[src/source/modexp_ctrl_pkg.sv]
/* control codes of the exponent sequencer and the operand pair selection
   shared by the sequencer, the operand memory and the top level */
package modexp_ctrl_pkg;

	typedef enum logic [3:0] {
		IDLE,
		LOAD_KEY,     // e, r, t, n and nprime0
		LOAD_MSG,     // m only
		WAIT_COMPUTE,
		TO_MONT,      // m_bar = monpro(m, t), c_bar = r
		FIND_TOP_BIT, // scan down to the leading one of e
		SQUARE,       // c_bar = monpro(c_bar, c_bar)
		MULTIPLY,     // c_bar = monpro(c_bar, m_bar)
		FROM_MONT,    // c_bar = monpro(1, c_bar)
		COMPLETE,
		OUTPUT,
		TERMINAL
	} exp_state_t;

	// which pair feeds the product engine and where its result lands
	typedef enum logic [1:0] {
		SEL_M_T,   // m x t into m_bar, r copied into c_bar
		SEL_C_C,   // c_bar x c_bar into c_bar
		SEL_C_M,   // c_bar x m_bar into c_bar
		SEL_ONE_C  // 1 x c_bar into c_bar
	} operand_sel_t;

endpackage

[src/source/mont_word_pkg.sv]
/* arithmetic word width and word types shared by the Montgomery datapath and operand memory
   import where operand, modulus or product words are carried */
package mont_word_pkg;

	parameter int WORD_WIDTH = 64; // bits per arithmetic word

	// one operand, modulus or result word
	typedef logic [WORD_WIDTH-1:0] word_t;

	// product plus both addends of the multiply-add with the carry word in the high half
	typedef logic [2*WORD_WIDTH-1:0] dword_t;

endpackage
[src/source/modexp_ctrl.sv]
/* exponent sequencer for left-to-right square-and-multiply over Montgomery products
   walks the load phases, the conversions, the bit scan of e and the result stream */
`timescale 1ns/1ps

module modexp_ctrl #(
	parameter int WORD_COUNT = 64,
	localparam int BIT_W = $clog2(WORD_COUNT * mont_word_pkg::WORD_WIDTH)
) (
	input  logic clk,
	input  logic reset,
	input  logic start_input,
	input  logic start_compute,
	input  logic load_next,
	input  logic get_result,
	input  logic e_bit,
	input  logic last_word,
	input  logic mp_done,
	output logic mp_start,
	output modexp_ctrl_pkg::operand_sel_t operand_sel,
	output logic load_key,
	output logic load_msg,
	output logic stream_out,
	output logic [BIT_W-1:0] bit_index,
	output logic done
);
	import mont_word_pkg::*;
	import modexp_ctrl_pkg::*;

	localparam logic [BIT_W-1:0] TOP_BIT = BIT_W'(WORD_COUNT * WORD_WIDTH - 1);

	exp_state_t state;

	assign load_key = (state == LOAD_KEY);
	assign load_msg = (state == LOAD_MSG);
	assign stream_out = (state == OUTPUT);
	assign done = (state == COMPLETE);

	always_ff @(posedge clk or posedge reset) begin
		if (reset) begin
			state <= IDLE;
			operand_sel <= SEL_M_T;
			bit_index <= '0;
			mp_start <= 1'b0;
		end else begin
			mp_start <= 1'b0;
			case (state)
				IDLE: if (start_input) state <= LOAD_KEY;
				LOAD_KEY: if (last_word) state <= LOAD_MSG;
				LOAD_MSG: if (last_word) state <= WAIT_COMPUTE;
				WAIT_COMPUTE: begin
					if (start_compute) begin
						state <= TO_MONT;
						operand_sel <= SEL_M_T;
						mp_start <= 1'b1;
					end
				end
				TO_MONT: begin
					if (mp_done) begin
						state <= FIND_TOP_BIT;
						bit_index <= TOP_BIT;
					end
				end
				FIND_TOP_BIT: begin // one bit per cycle
					if (e_bit) begin
						state <= SQUARE;
						operand_sel <= SEL_C_C;
						mp_start <= 1'b1;
					end else if (bit_index == '0) begin
						state <= FROM_MONT; // e = 0 leaves c = 1
						operand_sel <= SEL_ONE_C;
						mp_start <= 1'b1;
					end else begin
						bit_index <= bit_index - 1'b1;
					end
				end
				SQUARE: begin
					if (mp_done) begin
						mp_start <= 1'b1;
						if (e_bit) begin
							state <= MULTIPLY;
							operand_sel <= SEL_C_M;
						end else if (bit_index == '0) begin
							state <= FROM_MONT;
							operand_sel <= SEL_ONE_C;
						end else begin
							bit_index <= bit_index - 1'b1; // square again for the next bit
							operand_sel <= SEL_C_C;
						end
					end
				end
				MULTIPLY: begin
					if (mp_done) begin
						mp_start <= 1'b1;
						if (bit_index == '0) begin
							state <= FROM_MONT;
							operand_sel <= SEL_ONE_C;
						end else begin
							bit_index <= bit_index - 1'b1;
							state <= SQUARE;
							operand_sel <= SEL_C_C;
						end
					end
				end
				FROM_MONT: if (mp_done) state <= COMPLETE;
				COMPLETE: if (get_result) state <= OUTPUT;
				OUTPUT: if (last_word) state <= TERMINAL;
				TERMINAL: if (load_next) state <= LOAD_MSG; // same key, new message
				default: state <= IDLE;
			endcase
		end
	end

endmodule

[config.mk]
export PLATFORM = sky130hd
export DESIGN_NAME = modexp_ctrl
export DESIGN_NICKNAME = d
export VERILOG_FILES = /design/src/source/modexp_ctrl_pkg.sv /design/src/source/mont_word_pkg.sv /design/src/source/modexp_ctrl.sv
export SDC_FILE = /design/constraint.sdc
export NUM_CORES = 1
export LEC_CHECK = 0
export ABC_CLOCK_PERIOD_IN_PS = 2100
export BUFFER_PORTS_ARGS = -buffer_cell sky130_fd_sc_hd__clkbuf_2
export CAP_MARGIN = 20
export CORE_ASPECT_RATIO = 0.8
export CORE_MARGIN = 1.5
export CORE_UTILIZATION = 40
export CTS_BUF_LIST = sky130_fd_sc_hd__clkbuf_8
export DETAILED_ROUTE_END_ITERATION = 10
export PLACE_DENSITY = 0.68
export SYNTH_ARGS = -nofsm -noshare
export SYNTH_HDL_FRONTEND = slang
export SYNTH_SLANG_ARGS = --single-unit
export TNS_END_PERCENT = 30
[constraint.sdc]
create_clock -name clk -period 2.1 [get_ports clk]
set_input_delay 0.105 -clock clk [delete_from_list [all_inputs] [get_ports clk]]
set_output_delay 0.105 -clock clk [all_outputs]
set_load 0.1 [all_outputs]
==> qor.yml, run 1 <==
run_status:
  run_status: "finished clean"
drt:
  routed_wl_um: 3053
  wl_per_cell_um: 13.51
  vias_per_cell: 5.637
  ant_nets: 0
  route.vias.total: 1274
  drcViolationCount: 0
  initialDrtViolationCount: 34
  firstDrtPassIters: 4
finish:
  diodes: 0
  postLayoutCellArea_um2: 1652
  regArea_um2: 498.0
  drive_gt1_share_pct: 39.78
  multiInputGateArea_um2: 803.3
  fin_nets: 197
  area_growth_pct: 28.65
  nFillCells: 300
logic_synthesis:
  netlist.area_leader.share_pct: 37.04
  syn_area_um2: 1284
  syn_inst: 149
  synth_common_cells: "19 x dfrtp_1, 13 x o21ai_0, 12 x nand2_1, 12 x nor2_1, 8 x nor3_1"
  syn_area_per_cell_um2: 8.616
  ys_top_cells_by_area: "dfrtp_1 37%, o21ai_0 5.1%, nand2_1 3.5%"
  ys_seq_area_share_pct: 37.04
  ys_ff_latch: 19
  synth_fp_nets: 159
  synth_cell_types: 45
  async_flop_share_pct: 100.0
  yosysTopAreaCell: "dfrtp_1"
  synth_edf_count: 0
  synth-main-ff-cell: "dfrtp_1"
  ys_warn_count: 0
  synth.most_common_cell: "dfrtp_1"
critical_path:
  crit_slowest_cell: "a2111o_1"
  crit_fanout: 5
  path_delay_family: "simple AND/OR/NAND/NOR gates"
  cp.required_ns: 2.29
  worstPathArrival_ns: 2.20
  path_class: "reg2reg"
  crit_path_cell_trace: "inv_2 > ha_2 > or3b_4 > nor2_1 > a2111o_1 > or4_1 > nand3_1"
  max_stage_delay_ns: 0.47
  crit_path_start: "bit_index[0]"
  r2r_start: "bit_index[0]"
  worstSetupEndpointType: "flop"
  cp_num_buf_inv: 1
  startpoint_type: "flop"
grt:
  antenna_found_initial: 0
  grt_pass1_vias: 1107
  grt_max_degree: 20
  grt_overflow: 0
  grt_pass1_wl_um: 4864
  grt_usage_pct: 17.56
floorplan:
  ios: 28
  initial_core_util_pct: 41.91
  num_rows: 18
  die_y_um: 53.67
  die_x_um: 66.34
  dieArea_um2: 3560
  coreArea_um2: 3063
timing:
  timing.fmax_mhz: 497.2
  relSlewSlack_pct: 51.93
  period_share_pct: 95.78
  rsz0062_at_grt: "false"
  fin_skew_ns: 0.006139
  slew_violations: 0
  fin_crit_ns: 2.011
  final_hold_viol_count: 0
  setup_viol: 0
  tightest_slew_ns: 0.7203
hold_path:
  hold_start: "start_compute"
  hold_path.class: "in2reg"
run:
  max_cap_violations: 0
clock_tree:
  clockBufferDepth: 2
  worstSkewPairLatency_ns: 0.26
  cts-root-buf: "clkbuf_8"
  cts.clk_slew.worst_paths_ns: 0.07
  htree_levels: 1
  cts_tree: "built"
  cts_made_buffers: 3
  cts_sinks: 19
placement:
  place_hpwl_um: 2240
  gp_congestion: 0.7961
  portBuffers: 27
  dpl_cell_area_um2: 1538
-- logic make-up (layout without fill, tap and decap cells) --
logic type,count (synthesis),after routing,share of synthesized area [%]
AO/OA/AOI/OAI,35,36,19.59
adder cells (fa/ha/maj),1,1,0.9745
multiplexers,1,1,0.8771
AND/OR/NAND/NOR,76,76,34.70
flip-flops,19,19,37.04
buffers and inverters,13,49,4.094
XOR/XNOR,4,4,2.729
-- worst min-delay path: cells and delay by family --
family / cells / cell delay (ns)
buf+inv: 1 / 0.09
simple gates: 2 / 0.15
-- repair_timing --
| item | 4_1_cts | 5_1_grt |
|---|---|---|
| hold buffers | 1 | 0 |
| setup buffers | 0 | 3 |
| endpoints found under the setup margin | 0 | 14 |
| resized for setup | 0 | 6 |
| endpoints found under the hold margin | 19 | 0 |
-- flip-flops by register name (all words and copies together) (netlist names) --
| signal | cells |
|---|---|
| bit_index | 12 |
| operand_sel | 2 |
| mp_start | 1 |
| state | 4 |
-- per-stage QoR --
step           setup TNS, ns  cells  util [%]  hold slack, ns  setup WS, ns
2_1_floorplan        -0.3920    149         -         0.05547       -0.1915
3_3_place_gp               0    217     50.20          0.2223        0.1151
3_5_place_dp               0    217     50.20          0.2416       0.07748
4_1_cts                    0    222     52.04          0.1157       0.07003
5_1_grt                    0    226     53.92          0.1508      0.003312
6_report                   0    226     53.92          0.1205       0.08869
-- final timing paths --
kind / to / slack [ns] / cells past startpoint
max reg2reg: bit_index[9] / 0.09 / 7
max in group asynchronous: bit_index[0] / 1.07 / 3
min: mp_start / 0.12 / 3
max: bit_index[9] / 0.09 / 7
min in group asynchronous: bit_index[3] / 0.50 / 3
min reg2reg: operand_sel[0] / 0.50 / 2
-- final cells by class --
class | count | share of cell area (%)
multi-input cells | 118 | 48.64
flip-flops and latches | 19 | 30.15
repair buffers | 40 | 14.24
well taps | 40 | 3.030
clock buffers | 3 | 2.500
inverters | 5 | 1.136
clock inverters | 1 | 0.3030
-- layout by cell type (no fill, tap or decap), types with 3 or more instances in the layout --
cell type / n
nor2b_1: 3
inv_1: 3
a21oi_1: 5
or3_1: 7
o21ai_0: 13
nand3_1: 6
nor3_1: 6
clkbuf_8: 3
nand2_1: 12
dfrtp_1: 5
buf_4: 12
xnor2_1: 4
clkbuf_2: 27
dfrtp_2: 12
nor2_1: 12
or4_1: 3
nand3b_1: 4
nand2b_1: 7
-- per-layer routing --
metal  global-route usage [%]  vias up  part of all wire, %
met1                    23.77      618                   49
met4                    2.041        0                 0.43
met5                        0        -                    0
met3                    3.766        2                  4.0
met2                    30.00       27                   47
li1                         -      627                    -
Power of run 1 is not shown: default switching activity piles up to over one toggle a cycle in this logic, so the estimate is an artifact.
==> run 2, diff against run 1 <==
CORE_MARGIN = not set   (was 1.5)
HOLD_SLACK_MARGIN = 0.06   (was not set)
==> run 2 against run 1 <==
Effect of this change:
- sequential share of layout area up 0.48 points
- highest routed layer unchanged
- wire length rose by 5.6%
- non-clock buffer count shrank 1
- utilization is 2.1 points higher
- worst hold slack worse by 0.0043 ns
- setup slack worse by 0.033 ns
- die area shrank 3.3%
- final cell count down 1.3%
- largest cell class unchanged
==> qor.yml, run 2 (same netlist as run 1, synthesis figures left out) <==
critical_path:
  worstPathArrival_ns: 2.18
  reg2reg_slack_ns: 0.06
  worstSetupEndpointType: "flop"
  cp.required_ns: 2.23
  startpoint_type: "flop"
  crit_fanout: 5
  path_class: "reg2reg"
placement:
  post-place-ws_ns: 0.02032
  gp_congestion: 0.8033
  place_hpwl_um: 2309
  dp.cells: 215
  dpl_cell_area_um2: 1535
  portBuffers: 27
floorplan:
  ios: 28
  dieArea_um2: 3441
  num_rows: 17
  die_x_um: 65.34
  coreArea_um2: 2893
  initial_core_util_pct: 44.38
  die_y_um: 52.67
finish:
  drive_gt1_share_pct: 37.84
  top_register: "bit_index"
  area_growth_pct: 26.32
  diodes: 0
  fin_nets: 196
  reg.largest.list: "bit_index x12, state x4, operand_sel x2"
  final_cell_mix: "27 x clkbuf_2, 13 x o21ai_0, 12 x nor2_1, 12 x nand2_1"
  layout_commonest_cell: "clkbuf_2"
  postLayoutCellArea_um2: 1622
  largest_register_ff_count: 12
  final_cell_count_no_fill: 223
clock_tree:
  worstSkewPairLatency_ns: 0.26
  cts.clk_slew.worst_paths_ns: 0.07
  cts_made_buffers: 3
  htree_levels: 1
  cts-root-buf: "clkbuf_8"
  cts_sinks: 19
  cts_tree: "built"
  clockBufferDepth: 2
grt:
  grt_pass1_wl_um: 5195
  antenna_found_initial: 0
  grt_usage_pct: 19.97
  grt_max_degree: 20
  grt_overflow: 0
  grt_pass1_vias: 1115
drt:
  route.vias.total: 1304
  firstDrtPassIters: 4
  vias_per_cell: 5.848
  wl_per_cell_um: 14.45
  initialDrtViolationCount: 98
  drcViolationCount: 0
  routed_wl_um: 3223
  ant_nets: 0
timing:
  fin_ws_ns: 0.05534
  slew_violations: 0
  relSlewSlack_pct: 52.07
  tightest_slew_ns: 0.7181
  timing.fmax_mhz: 489.1
  setup_viol: 0
  final_hold_viol_count: 0
  rsz0062_at_grt: "true"
  period_share_pct: 97.36
  fin_skew_ns: 0.004306
  fin_crit_ns: 2.045
run:
  max_cap_violations: 0
run_status:
  run_status: "finished clean"
hold_path:
  hold_path.class: "in2reg"
[run 2: path summary, 6_finish.rpt]
path / start / to / depth (start not counted)
worst max-delay path: bit_index[0] / bit_index[10] / 7
worst min-delay path: start_compute / mp_start / 3
worst max register to register: bit_index[0] / bit_index[10] / 7
worst min register to register: operand_sel[0] / operand_sel[0] / 2
max in group asynchronous: reset / bit_index[1] / 3
min in group asynchronous: reset / bit_index[5] / 3
[run 2: worst max-delay path: stages, from the launching register on]
cell     delay, ns
dfrtp_4       0.50
inv_2         0.06
ha_2          0.18
or3b_4        0.42
or2_1         0.27
nor4b_2       0.28
xnor2_1       0.15
nand2_1       0.06
[run 2: final cells by class]
class,count,area [um^2]
Clock buffer,3,41.29
Clock inverter,1,3.754
Fill cell,290,1271
Inverter,5,18.77
Multi-Input combinational cell,118,785.8
Sequential cell,19,496.7
Tap cell,38,47.55
Timing Repair Buffer,39,227.7
[run 2: metrics by stage]
step,TNS [ns],hold WS [ns],util (%)
floorplan,-0.3920,0.05547,-
global placement,0,0.2353,53.07
detailed placement,0,0.2521,53.07
CTS,0,0.1174,54.97
global route,-0.02221,0.1461,56.06
finish,0,0.1163,56.06
[run 2: what timing repair did]
item                                    in CTS  in global routing
resized for setup                            0                  2
setup buffers                                0                  2
hold buffers                                 1                  0
endpoints found under the hold margin       19                  0
endpoints found under the setup margin       0                 10
[run 2: metal layers]
layer  vias to the layer above  part of all wire, %  GRT usage (%)
met5                         -                    0              0
met3                         4                  4.9          4.565
met4                         0                 0.74          6.159
met1                       639                   49          27.90
li1                        625                    -              -
met2                        36                   45          30.41
Power of run 2 is left out for the same reason.
